$ cat src/logic/mf2_pkg.sv
`default_nettype none

package mf2_pkg;

	////////////////////////////////
	// Bus widths and types

	localparam int ADDR_W = 16;
	localparam int DATA_W = 8;
	localparam int SHADOW_DEPTH = 8192; // 8 KB cartridge RAM

	typedef logic [ADDR_W-1:0] addr_t;
	typedef logic [DATA_W-1:0] byte_t;
	typedef logic [$clog2(SHADOW_DEPTH)-1:0] shadow_addr_t;

	typedef enum logic [1:0] {
		MODE_ENABLED  = 2'd0,
		MODE_HIDDEN   = 2'd1,
		MODE_DISABLED = 2'd2
	} mf2_mode_t;

	////////////////////////////////
	// CPU addresses

	localparam addr_t NMI_VECTOR  = 16'h0066;
	localparam addr_t HIDE_VECTOR = 16'h0065; // Self-hide fetch

	// FEE8 enables, FEEA disables
	localparam addr_t PORT_MF2_CTRL = 16'hFEE8;
	localparam logic [ADDR_W-3:0] PORT_MF2_CTRL_HI = PORT_MF2_CTRL[ADDR_W-1:2];

	// Snooped port high bytes
	localparam byte_t PORT_GA        = 8'h7F;
	localparam byte_t PORT_CRTC_SEL  = 8'hBC;
	localparam byte_t PORT_CRTC_DATA = 8'hBD;
	localparam byte_t PORT_PPI       = 8'hF7; // 8255
	localparam byte_t PORT_ROM_SEL   = 8'hDF; // Upper ROM select

	////////////////////////////////
	// Shadow RAM slots

	localparam shadow_addr_t SLOT_PEN_INDEX = 13'h1FCF;
	localparam shadow_addr_t SLOT_PEN_BASE  = 13'h1F90; // Plus pen 0..15
	localparam shadow_addr_t SLOT_BORDER    = 13'h1FDF;
	localparam shadow_addr_t SLOT_MODE      = 13'h1FEF;
	localparam shadow_addr_t SLOT_BANK      = 13'h1FFF;
	localparam shadow_addr_t SLOT_CRTC_SEL  = 13'h1CFF;
	localparam shadow_addr_t SLOT_CRTC_BASE = 13'h1DB0; // Plus register 0..15
	localparam shadow_addr_t SLOT_PPI       = 13'h17FF;
	localparam shadow_addr_t SLOT_ROM_SEL   = 13'h1AAC;

	// Address bits 15:13 of the cartridge windows
	localparam logic [2:0] ROM_WINDOW = 3'b000;
	localparam logic [2:0] RAM_WINDOW = 3'b001;

endpackage

`default_nettype wire

$ cat src/logic/mf2_port_snoop.sv
`timescale 1ns/1ps
`default_nettype none

module mf2_port_snoop import mf2_pkg::*; (
	input  wire          clk_sys,
	input  wire          reset,
	input  wire addr_t   cpu_addr,
	input  wire byte_t   cpu_dout,
	input  wire          io_wr,
	output logic         io_wr_rise,
	output logic         store_req,
	output shadow_addr_t store_addr,
	output byte_t        store_data
);

	logic         io_wr_q;
	logic         wr_edge;
	logic [4:0]   pen_index; // Bit 4 selects the border
	logic [3:0]   crtc_reg;
	logic         slot_hit;
	shadow_addr_t slot_addr;
	logic         ga_pen_sel;

	assign wr_edge = io_wr & ~io_wr_q;

	// Gate array function is in the top two data bits
	assign ga_pen_sel = (cpu_addr[15:8] == PORT_GA) && (cpu_dout[7:6] == 2'b00);

	////////////////////////////////
	// Slot table

	always_comb begin
		slot_hit = 1'b1;
		slot_addr = '0;
		case (cpu_addr[15:8])
			PORT_GA: begin
				case (cpu_dout[7:6])
					2'b00: slot_addr = SLOT_PEN_INDEX;
					2'b01: begin // Pen color
						if (pen_index[4])
							slot_addr = SLOT_BORDER;
						else
							slot_addr = SLOT_PEN_BASE + shadow_addr_t'(pen_index[3:0]);
					end
					2'b10: slot_addr = SLOT_MODE;   // Screen mode and ROM enables
					default: slot_addr = SLOT_BANK; // RAM banking
				endcase
			end
			PORT_CRTC_SEL:  slot_addr = SLOT_CRTC_SEL;
			PORT_CRTC_DATA: slot_addr = SLOT_CRTC_BASE + shadow_addr_t'(crtc_reg);
			PORT_PPI:       slot_addr = SLOT_PPI;
			PORT_ROM_SEL:   slot_addr = SLOT_ROM_SEL;
			default:        slot_hit = 1'b0;
		endcase
	end

	////////////////////////////////
	// Edge and index tracking

	always_ff @(posedge clk_sys) begin
		if (reset) begin
			io_wr_q <= 1'b0;
			io_wr_rise <= 1'b0;
			store_req <= 1'b0;
			pen_index <= '0;
			crtc_reg <= '0;
		end else begin
			io_wr_q <= io_wr;
			io_wr_rise <= wr_edge;
			store_req <= wr_edge & slot_hit;

			if (wr_edge && ga_pen_sel)
				pen_index <= cpu_dout[4:0];
			if (wr_edge && cpu_addr[15:8] == PORT_CRTC_SEL)
				crtc_reg <= cpu_dout[3:0];
		end
	end

	// Slot and byte, taken with the edge
	always_ff @(posedge clk_sys) begin
		if (wr_edge) begin
			store_addr <= slot_addr; // Uses the index from before this write
			store_data <= cpu_dout;
		end
	end

endmodule

`default_nettype wire

$ cat config.mk
export PLATFORM = sky130hd
export DESIGN_NAME = mf2_port_snoop
export DESIGN_NICKNAME = d
export VERILOG_FILES = /design/src/logic/mf2_pkg.sv /design/src/logic/mf2_port_snoop.sv
export SDC_FILE = /design/constraint.sdc
export NUM_CORES = 1
export LEC_CHECK = 0
export BUFFER_PORTS_ARGS = -buffer_cell sky130_fd_sc_hd__buf_4
export CORE_MARGIN = 3
export CORE_UTILIZATION = 53
export DETAILED_ROUTE_END_ITERATION = 7
export HOLD_SLACK_MARGIN = 0.02
export PLACE_DENSITY_LB_ADDON = 0.05
export SKIP_CTS_REPAIR_TIMING = 1
export SLEW_MARGIN = 10
export SYNTH_ARGS = -nofsm -noshare
export SYNTH_HDL_FRONTEND = slang
export SYNTH_SLANG_ARGS = --single-unit
$ cat constraint.sdc
create_clock -name clk_sys -period 4.2 [get_ports clk_sys]
set_clock_uncertainty 0.15 [all_clocks]
set_input_delay 1.05 -clock clk_sys [delete_from_list [all_inputs] [get_ports clk_sys]]
set_output_delay 1.05 -clock clk_sys [all_outputs]
set_load 0.05 [all_outputs]
==> results by group <==
Status
  – Status: finished, final reports clean

Power and ir drop
  – VDD IR max: 299 µV
  – Leakage: 0.786 nW
  – Pwr per Cell Area: 344 mW/mm²

Synth
  – Synthesized net count: 144
  – Cell Area, Synth: 0.00153 mm²
  – Top_reg_cell synth: edfxtp_1
  – Asr flop ratio synth: 0%
  – Post-synthesis register bit count: 32
  – Synthesized instance count: 117
  – Sequential element share of the synthesized area: 55.0%
  – Distinct cell type count after synthesis: 38
  – Syn Area/Cell: 13.1 µm²
  – Synth warn: 0
  – Post-synth EDFFs: 20

Placed design
  – Port Buffers: 41
  – Place WS: 1.55 ns
  – Routability Congestion: 0.779
  – HPWL Detailed: 2190 µm

Detailed routing
  – Final WL: 2990 µm
  – Total number of vias: 1,071
  – Via density: 5.64
  – Post-route ant nets: 0
  – WL/cell: 15.7 µm
  – DR pass1 iterations: 4
  – # DRC: 0
  – Initial DRC count: 32

Clock tree
  – H-tree depth: 2
  – Clock sinks: 32
  – Clk_lat worst skew: 0.33 ns
  – TritonCTS buffer count: 5
  – Root Driver: clkbuf_4
  – Clock Path Buffers: 2
  – CTS tree: done
  – Worst-path clk slew: 0.10 ns

STA
  – Worst slew margin: 54.4%
  – Hold Slack: 0.331 ns
  – Total Neg Setup Slack: 0 ns
  – Max Fclk: 435 MHz
  – Worst Tran Pin Value: 0.680 ns
  – RSZ-0062 raised after global routing: no
  – Tmin final: 2.30 ns
  – Hold Fails Final Rpt: 0
  – Final worst-path cycle share: 54.8%
  – Worst setup margin: 1.90 ns
  – Max Slew Vio Count: 0
  – # setup viols final: 0

Finish
  – Commonest non-fill, non-tap cell in the layout: buf_4
  – P&R area growth vs syn: 23.8%
  – Most frequent cells in the layout: 42 x buf_4, 20 x edfxtp_1, 16 x nand2b_1
  – Layout cells sized above 1: 38.8%
  – Largest regs: store_addr (12), store_data (8), pen_index (5)
  – Fin util: 72.4%
  – Final #Nets: 186
  – Filler cells: 203
  – ANT cells: 0
  – Flip-flop and latch area: 841 µm²
  – Biggest register: store_addr
  – Area of the multi-input gates: 592 µm²
  – Max reg flops: 12

Hold path
  – Min-delay src: pen_index[4]
  – Worst hold path cell count: 2
  – Hold WC Path Type: flop to flop
  – Hold Path Sink: pen_index[4]

Critical path
  – CP required: 4.28 ns
  – Reg-to-reg endpoint: crtc_reg[3]
  – CP Data Arrival Time: 2.38 ns
  – Worst stage delay on the critical path: 0.57 ns
  – Crit-path max FO: 12
  – CP startpoint kind: input port
  – CP dominant cell by count: buf_4
  – R2R Setup Slk: 2.38 ns
  – Worst Setup Path Type: input port to flop
  – Top delay family on crit path: simple AND/OR/NAND/NOR gates
  – Critical Path Start: io_wr
  – Worst path cell trace: buf_4, nor2b_2, buf_4, nand4_4, mux2i_1
  – Buf/Inv on CP: 2
  – CP Capture Type: flop
  – Reg2Reg Launch Point: io_wr_q
  – Worst path slowest cell: nor2b_2
  – Reg2reg path depth: 4

Die
  – Initial Util: 58.5%
  – Die W: 59.7 µm
  – IO Count: 50
  – Core area: 0.00261 mm²
  – Row Count: 18
  – Die height: 59.7 µm
  – Die area: 0.00356 mm²

Job
  – Max Cap Viol: 0

Global route
  – First-pass GRT wire length: 4490 µm
  – Initial antenna violation count: 0
  – Vias in the first global route: 1,010
  – Pin count of the biggest net entering global routing: 17
  – Gr ovfl total: 0
  – All-Layer GR Usage: 17.6%
per-layer routing:
layer	global-route usage, %	vias up	share of wire, %
li1	-	528	-
met1	20.1	504	42
met2	27.9	33	49
met3	7.78	6	6.8
met4	8.54	0	1.6
met5	0	-	0
layout make-up:
type                    instances  share of cell area [%]
clock buffers                   7                    3.51
clock inverters                 1                   0.265
inverters                       9                    1.79
multi-input cells              69                    31.3
flip-flops and latches         32                    44.5
well taps                      30                    1.99
repair buffers                 42                    16.7
worst max-delay path by stage:
stage                     slack [ns]  depth (start not counted)     endpoint
after floorplan                 1.42                          3  crtc_reg[0]
after global placement          1.62                          5  crtc_reg[1]
after detailed placement        1.55                          5  crtc_reg[3]
after CTS                       1.91                          5  crtc_reg[3]
after global routing            1.86                          5  crtc_reg[3]
final                           1.90                          5  crtc_reg[3]
worst min-delay path, cell delays in order (launching register included):
cell	delay [ns]
dfxtp_1	0.33
nand2b_1	0.06
mux2i_1	0.05
power breakdown:
| part | internal, W | switching (W) | leakage (nW) | total [W] |
|---|---|---|---|---|
| Combinational | 0.0000341 | 0.0000653 | 0.448 | 0.0000994 |
| Sequential | 0.000344 | 0.00000289 | 0.298 | 0.000347 |
| Clock | 0.000101 | 0.000103 | 0.0404 | 0.000203 |
per-stage QoR:
| step | power [W] | instances | cell area (µm²) |
|---|---|---|---|
| after floorplan | 0.000419 | 117 | 1530 |
| after global placement | 0.000451 | 182 | 1820 |
| after detailed placement | 0.000454 | 182 | 1820 |
| after CTS | 0.000654 | 190 | 1890 |
| after global routing | 0.000674 | 190 | 1890 |
| final | 0.000650 | 190 | 1890 |
synth_stat cells (2+ instances only):
| library cell | instances | share of area (%) |
|---|---|---|
| a21oi_1 | 2 | 0.66 |
| nor2b_1 | 2 | 0.82 |
| nand3_4 | 2 | 2.3 |
| buf_4 | 3 | 1.5 |
| nand3_1 | 4 | 1.3 |
| o221ai_1 | 3 | 1.7 |
| buf_6 | 2 | 1.5 |
| edfxtp_1 | 20 | 39 |
| nand2b_1 | 16 | 6.6 |
| dfxtp_1 | 12 | 16 |
| inv_1 | 9 | 2.2 |
| o2111ai_1 | 7 | 4.0 |
| mux2i_1 | 9 | 5.9 |
| nor4b_1 | 2 | 1.1 |
logic make-up after synthesis:
family                    count (synthesis)  synth area share (%)
AOI/OAI and AO/OA                        19                  11.1
xor gates and xnor gates                  1                 0.573
buffers and inverters                    16                  6.39
DFF                                      32                  55.0
muxes                                     9                  5.90
and+or+nand+nor                          40                  21.0
Note: power is estimated with default switching activity, not from simulation.
