File: src/logic/mf2_pkg.sv
`default_nettype none

package mf2_pkg;

	////////////////////////////////
	// Bus widths and types

	localparam int ADDR_W = 16;
	localparam int DATA_W = 8;
	localparam int SHADOW_DEPTH = 8192; // 8 KB cartridge RAM

	typedef logic [ADDR_W-1:0] addr_t;
	typedef logic [DATA_W-1:0] byte_t;
	typedef logic [$clog2(SHADOW_DEPTH)-1:0] shadow_addr_t;

	typedef enum logic [1:0] {
		MODE_ENABLED  = 2'd0,
		MODE_HIDDEN   = 2'd1,
		MODE_DISABLED = 2'd2
	} mf2_mode_t;

	////////////////////////////////
	// CPU addresses

	localparam addr_t NMI_VECTOR  = 16'h0066;
	localparam addr_t HIDE_VECTOR = 16'h0065; // Self-hide fetch

	// FEE8 enables, FEEA disables
	localparam addr_t PORT_MF2_CTRL = 16'hFEE8;
	localparam logic [ADDR_W-3:0] PORT_MF2_CTRL_HI = PORT_MF2_CTRL[ADDR_W-1:2];

	// Snooped port high bytes
	localparam byte_t PORT_GA        = 8'h7F;
	localparam byte_t PORT_CRTC_SEL  = 8'hBC;
	localparam byte_t PORT_CRTC_DATA = 8'hBD;
	localparam byte_t PORT_PPI       = 8'hF7; // 8255
	localparam byte_t PORT_ROM_SEL   = 8'hDF; // Upper ROM select

	////////////////////////////////
	// Shadow RAM slots

	localparam shadow_addr_t SLOT_PEN_INDEX = 13'h1FCF;
	localparam shadow_addr_t SLOT_PEN_BASE  = 13'h1F90; // Plus pen 0..15
	localparam shadow_addr_t SLOT_BORDER    = 13'h1FDF;
	localparam shadow_addr_t SLOT_MODE      = 13'h1FEF;
	localparam shadow_addr_t SLOT_BANK      = 13'h1FFF;
	localparam shadow_addr_t SLOT_CRTC_SEL  = 13'h1CFF;
	localparam shadow_addr_t SLOT_CRTC_BASE = 13'h1DB0; // Plus register 0..15
	localparam shadow_addr_t SLOT_PPI       = 13'h17FF;
	localparam shadow_addr_t SLOT_ROM_SEL   = 13'h1AAC;

	// Address bits 15:13 of the cartridge windows
	localparam logic [2:0] ROM_WINDOW = 3'b000;
	localparam logic [2:0] RAM_WINDOW = 3'b001;

endpackage

`default_nettype wire

File: src/logic/mf2_control.sv
`timescale 1ns/1ps
`default_nettype none

module mf2_control import mf2_pkg::*; (
	input  wire            clk_sys,
	input  wire            reset,
	input  wire mf2_mode_t mode,
	input  wire addr_t     cpu_addr,
	input  wire            m1,
	input  wire            key_nmi,
	input  wire            io_wr_rise,
	output logic           nmi,
	output logic           mf2_en,
	output logic           hidden
);

	logic key_q;
	logic m1_q;
	logic key_rise;
	logic m1_rise;
	logic ctrl_port;
	logic nmi_fetch;
	logic hide_fetch;

	assign key_rise = key_nmi & ~key_q;
	assign m1_rise = m1 & ~m1_q;

	// FEE8 or FEEA, bit 0 ignored
	assign ctrl_port = (cpu_addr[15:2] == PORT_MF2_CTRL_HI);

	assign nmi_fetch = m1_rise & nmi & (cpu_addr == NMI_VECTOR);
	assign hide_fetch = m1_rise & mf2_en & (cpu_addr == HIDE_VECTOR);

	////////////////////////////////
	// Cartridge state

	always_ff @(posedge clk_sys) begin
		if (reset) begin
			key_q <= 1'b0;
			m1_q <= 1'b0;
			nmi <= 1'b0;
			mf2_en <= 1'b0;
			hidden <= (mode != MODE_ENABLED); // Hidden or disabled
		end else begin
			key_q <= key_nmi;
			m1_q <= m1;

			// Freeze key
			if (key_rise && !mf2_en && mode != MODE_DISABLED)
				nmi <= 1'b1;

			// CPU takes the NMI, page the cartridge in
			if (nmi_fetch) begin
				mf2_en <= 1'b1;
				hidden <= 1'b0;
				nmi <= 1'b0;
			end

			if (hide_fetch)
				hidden <= 1'b1;

			// Port write overrides the fetch paths
			if (io_wr_rise && ctrl_port)
				mf2_en <= ~cpu_addr[1] & ~hidden; // A hidden cartridge stays out
		end
	end

endmodule

`default_nettype wire

File: config.mk
export PLATFORM = sky130hd
export DESIGN_NAME = mf2_control
export DESIGN_NICKNAME = d
export VERILOG_FILES = /design/src/logic/mf2_pkg.sv /design/src/logic/mf2_control.sv
export SDC_FILE = /design/constraint.sdc
export NUM_CORES = 1
export LEC_CHECK = 0
export BUFFER_PORTS_ARGS = -buffer_cell sky130_fd_sc_hd__buf_4
export CAP_MARGIN = 20
export CORE_AREA = 2 2 39 41
export DETAILED_ROUTE_END_ITERATION = 12
export DIE_AREA = 0 0 41 43
export SLEW_MARGIN = 40
export SYNTH_ARGS = -nofsm -noshare
export SYNTH_HDL_FRONTEND = slang
export SYNTH_SLANG_ARGS = --single-unit
File: constraint.sdc
create_clock -name clk_sys -period 1.62 [get_ports clk_sys]
set_clock_uncertainty 0.05 [all_clocks]
set_input_delay 0.324 -clock clk_sys [delete_from_list [all_inputs] [get_ports clk_sys]]
set_output_delay 0.324 -clock clk_sys [all_outputs]
set_load 0.005 [all_outputs]
==> reports/qor_table.md <==
| Stage | Item | Value |
|---|---|---|
| status | Status | finished, final reports clean |
| route | DRC violation total after the first TritonRoute iteration | 13 |
| route | DRT antenna net count | 0 |
| cells and area | Final design instance area without fill | 524 µm² |
| sta | Final hold violation count | 0 |
| worst setup path | Slowest stage cell, crit path | sky130_fd_sc_hd__dfxtp_1 |
| worst setup path | Origin of the critical flop-to-flop path | m1_q |
| yosys | #FFs+latches synth | 5 |
| sta | Final setup violation count | 0 |
| cts | Post-cts resize count | 0 |
| route | Avg Vias per Cell | 4.84 |
| cells and area | Utilization after layout | 0.379 |
| cells and area | Signed area change from the synthesized netlist to the final layout | 80.6% |
| yosys | Count of mapped cells out of synthesis | 30 |
| sta | Normalized max-slew margin | 0.825 |
| route | Number of detailed-route iterations in the first pass | 4 |
| place | Detailed-placement wirelength estimate | 647 µm |
| worst setup path | Crit-path max FO | 3 |
| sta | Worst hold slack | 242 ps |
| die | Effective utilization at floorplan | 0.210 |
| power and ir drop | P_leak | 0.241 nW |
| worst setup path | Setup Crit Path Kind | register to register |
| cts | Clock transition at the registers of the reported paths | 50 ps |
| die | Die Outline Area | 1760 µm² |
| worst setup path | Cell type group with the largest total delay on the critical path | simple AND/OR/NAND/NOR gates |
| sta | Setup repair after global routing missed its margin | false |
| yosys | Mapped Avg Cell Area | 9.68 µm² |
| worst setup path | Crit path from | m1_q |
| route | Vias | 363 |
| yosys | Cell variety after synth | 21 |
| hold path | Class of the most critical hold timing path | primary input to register |
| power and ir drop | Design Power | 0.356 mW |
| yosys | Area fraction of the dominant cell type after synthesis | 0.276 |
| cts | Count of clock tree sinks | 5 |
| global routing | Leftover overflow at the end of global routing | 0 |
| worst setup path | Critical path arrival | 1230 ps |
| yosys | Portion of the post-synthesis area used by sequential elements | 0.379 |
| sta | Setup WS post-layout | 279 ps |
| run | Maximum capacitance violations | 0 |
| sta | Final slew viol count | 0 |
| worst setup path | Delay of the slowest cell on the worst path | 290 ps |
| worst setup path | Terminus of the critical flop-to-flop path | hidden |
| place | Worst Setup Slack post-DPL | 139 ps |
| route | Routed wire length per instance | 10.2 µm |
| yosys | Most used standard cells in the synthesized netlist | sky130_fd_sc_hd__dfxtp_1, sky130_fd_sc_hd__o21ai_0 |
| yosys | Summed instance area of the synthesized netlist | 290 µm² |
| cts | Buffers inserted during post-CTS setup optimization | 0 |
| place | Post-Place Cells | 71 |
| route | Detailed Route WL | 764 µm |
| place | Placer congestion estimate | 0.701 |
| sta | Sum Neg Setup Slack | 0 ps |
| cts | Cts-stage hold buffer count | 0 |
| global routing | Met1 track demand over resource | 0.129 |
| global routing | Overall fraction of global-route tracks in use | 0.122 |
| cts | CTS HTree Levels | 1 |
| worst setup path | Crit path buffers/inverters | 0 |
| cts | Clock Path Buffers | 2 |
| worst setup path | Path depth of the worst reg2reg path | 3 |
| cts | Total clock buffers created by CTS | 3 |
| die | Y dimension of the die | 43 µm |
| sta | Post-route fraction of the period consumed by the critical path | 0.828 |
| worst setup path | Setup slack of the worst register-to-register path | 280 ps |
| global routing | Met2 layer usage reported by global route | 0.169 |
| yosys | Net count of the mapped netlist | 53 |
| die | Count of standard-cell rows | 14 |
| cts | Root Buffer | sky130_fd_sc_hd__clkbuf_4 |
| global routing | Via count of the first global-routing pass | 347 |
| sta | Post-layout minimum cycle time | 1340 ps |
| worst setup path | Critical Path Source Type | register |
| yosys | Leading register cell type out of synthesis | sky130_fd_sc_hd__dfxtp_1 |
| yosys | Number of flops mapped to enable cells by yosys | 1 |
| cells and area | Share of post-route cells with drive strength above 1 | 0.542 |
| route | DRC violation count after routing | 0 |
| place | Cell Area, Placed | 498 µm² |
| worst setup path | Critical Path End Type | register |
| global routing | Wire length of the first global-routing pass | 1360 µm |
| sta | Maximum clock frequency | 746 MHz |
| yosys | Share of flip-flops with an asynchronous set or reset after synthesis | 0 |
| worst setup path | Last element of the critical path | hidden |
| global routing | GR Layer Usage met3 | 0.0942 |
| global routing | Number of antenna violations at the first check in global routing | 0 |
| power and ir drop | Total power per unit cell area | 679 nW/µm² |
| die | Core footprint | 1380 µm² |
| sta | Worst Tran Pin Value | 260 ps |
| yosys | Number of warnings issued by yosys | 0 |
| cells and area | Count of nets after finishing | 83 |
| global routing | Maximum number of pins on one net before global-route repair | 7 |
| die | Horizontal extent of the die | 41 µm |
| cts | Clock insertion delay at the later pin of the skew report | 240 ps |
| worst setup path | Required time of the critical path | 1510 ps |
| power and ir drop | Highest ir drop seen on vdd | 357 µV |
| cts | CTS tree | yes |
| yosys | Top area cells in the synthesized netlist | sky130_fd_sc_hd__dfxtp_1, sky130_fd_sc_hd__edfxtp_1, sky130_fd_sc_hd__and4bb_2 |
| cells and area | Non-filler instance count after layout | 75 |
| yosys | Dominant cell by count in the synthesized netlist | sky130_fd_sc_hd__dfxtp_1 |
| worst setup path | Critical-path cell list | nor4_1 > nand4_1 > o21ai_0 |
| yosys | Top cell type by total area after synthesis | sky130_fd_sc_hd__dfxtp_1 |
| global routing | Routing layer with the top usage in global route | met2 |
| place | Port buffer count | 25 |
| cells and area | Antenna cells | 0 |
| worst setup path | Depth of the critical timing path with buffers and inverters included | 3 |
| die | I/O pins | 26 |
-- state kept, by name (all words and copies together), names as in the netlist --
signal,flops
key_q,1
hidden,1
nmi,1
m1_q,1
mf2_en,1
-- report_power, final --
part,switching (mW),internal (mW)
registers,0.00316,0.135
logic,0.0210,0.0489
clock network,0.0548,0.0934
-- logic make-up after synthesis --
| group | after synthesis | share of synthesized area |
|---|---|---|
| simple gates | 17 | 0.418 |
| compound gates | 7 | 0.190 |
| flops | 5 | 0.379 |
| buf+inv | 1 | 0.0129 |
-- metal layers --
metal | routed length [µm] | vias to the layer above
met4 | 4 | 0
met3 | 86 | 2
met5 | 0 | -
met2 | 374 | 19
met1 | 298 | 160
li1 | - | 182
-- worst register-to-register path, delay by kind of cell, from the launching register on --
kind / cells / cell delay (ps)
flip-flops: 1 / 290
AND/OR/NAND/NOR: 2 / 480
AO/OA/AOI/OAI: 1 / 220
-- placed cells by master, fill, tap and decap left out --
cell type / instances
sky130_fd_sc_hd__a31oi_1: 1
sky130_fd_sc_hd__and3_1: 1
sky130_fd_sc_hd__and4_1: 1
sky130_fd_sc_hd__and4_2: 1
sky130_fd_sc_hd__and4b_1: 1
sky130_fd_sc_hd__and4bb_2: 2
sky130_fd_sc_hd__buf_4: 25
sky130_fd_sc_hd__clkbuf_1: 1
sky130_fd_sc_hd__clkbuf_4: 3
sky130_fd_sc_hd__dfxtp_1: 4
sky130_fd_sc_hd__edfxtp_1: 1
sky130_fd_sc_hd__inv_1: 1
sky130_fd_sc_hd__nand2_1: 1
sky130_fd_sc_hd__nand2b_1: 1
sky130_fd_sc_hd__nand3b_1: 1
sky130_fd_sc_hd__nand4_1: 1
sky130_fd_sc_hd__nor2_1: 2
sky130_fd_sc_hd__nor2b_1: 2
sky130_fd_sc_hd__nor3_1: 1
sky130_fd_sc_hd__nor4_1: 2
sky130_fd_sc_hd__o21a_1: 1
sky130_fd_sc_hd__o21ai_0: 3
sky130_fd_sc_hd__o311a_1: 1
sky130_fd_sc_hd__o41ai_2: 1
-- worst min path at each step --
stage | depth (start not counted) | start | endpoint
2_1_floorplan | 1 | reset | key_q
3_3_place_gp | 2 | nmi | nmi
3_5_place_dp | 2 | reset | key_q
4_1_cts | 2 | reset | m1_q
5_1_grt | 2 | reset | m1_q
6_report | 2 | reset | key_q
-- layout make-up --
cell class | count | area [µm²]
clock buffer | 4 | 26.3
timing repair buffer | 25 | 188
sequential | 5 | 110
tap | 16 | 20.0
fill | 145 | 860
multi-input combinational | 24 | 176
inverter | 1 | 3.75
No activity file was read; power rests on OpenSTA's default activity.
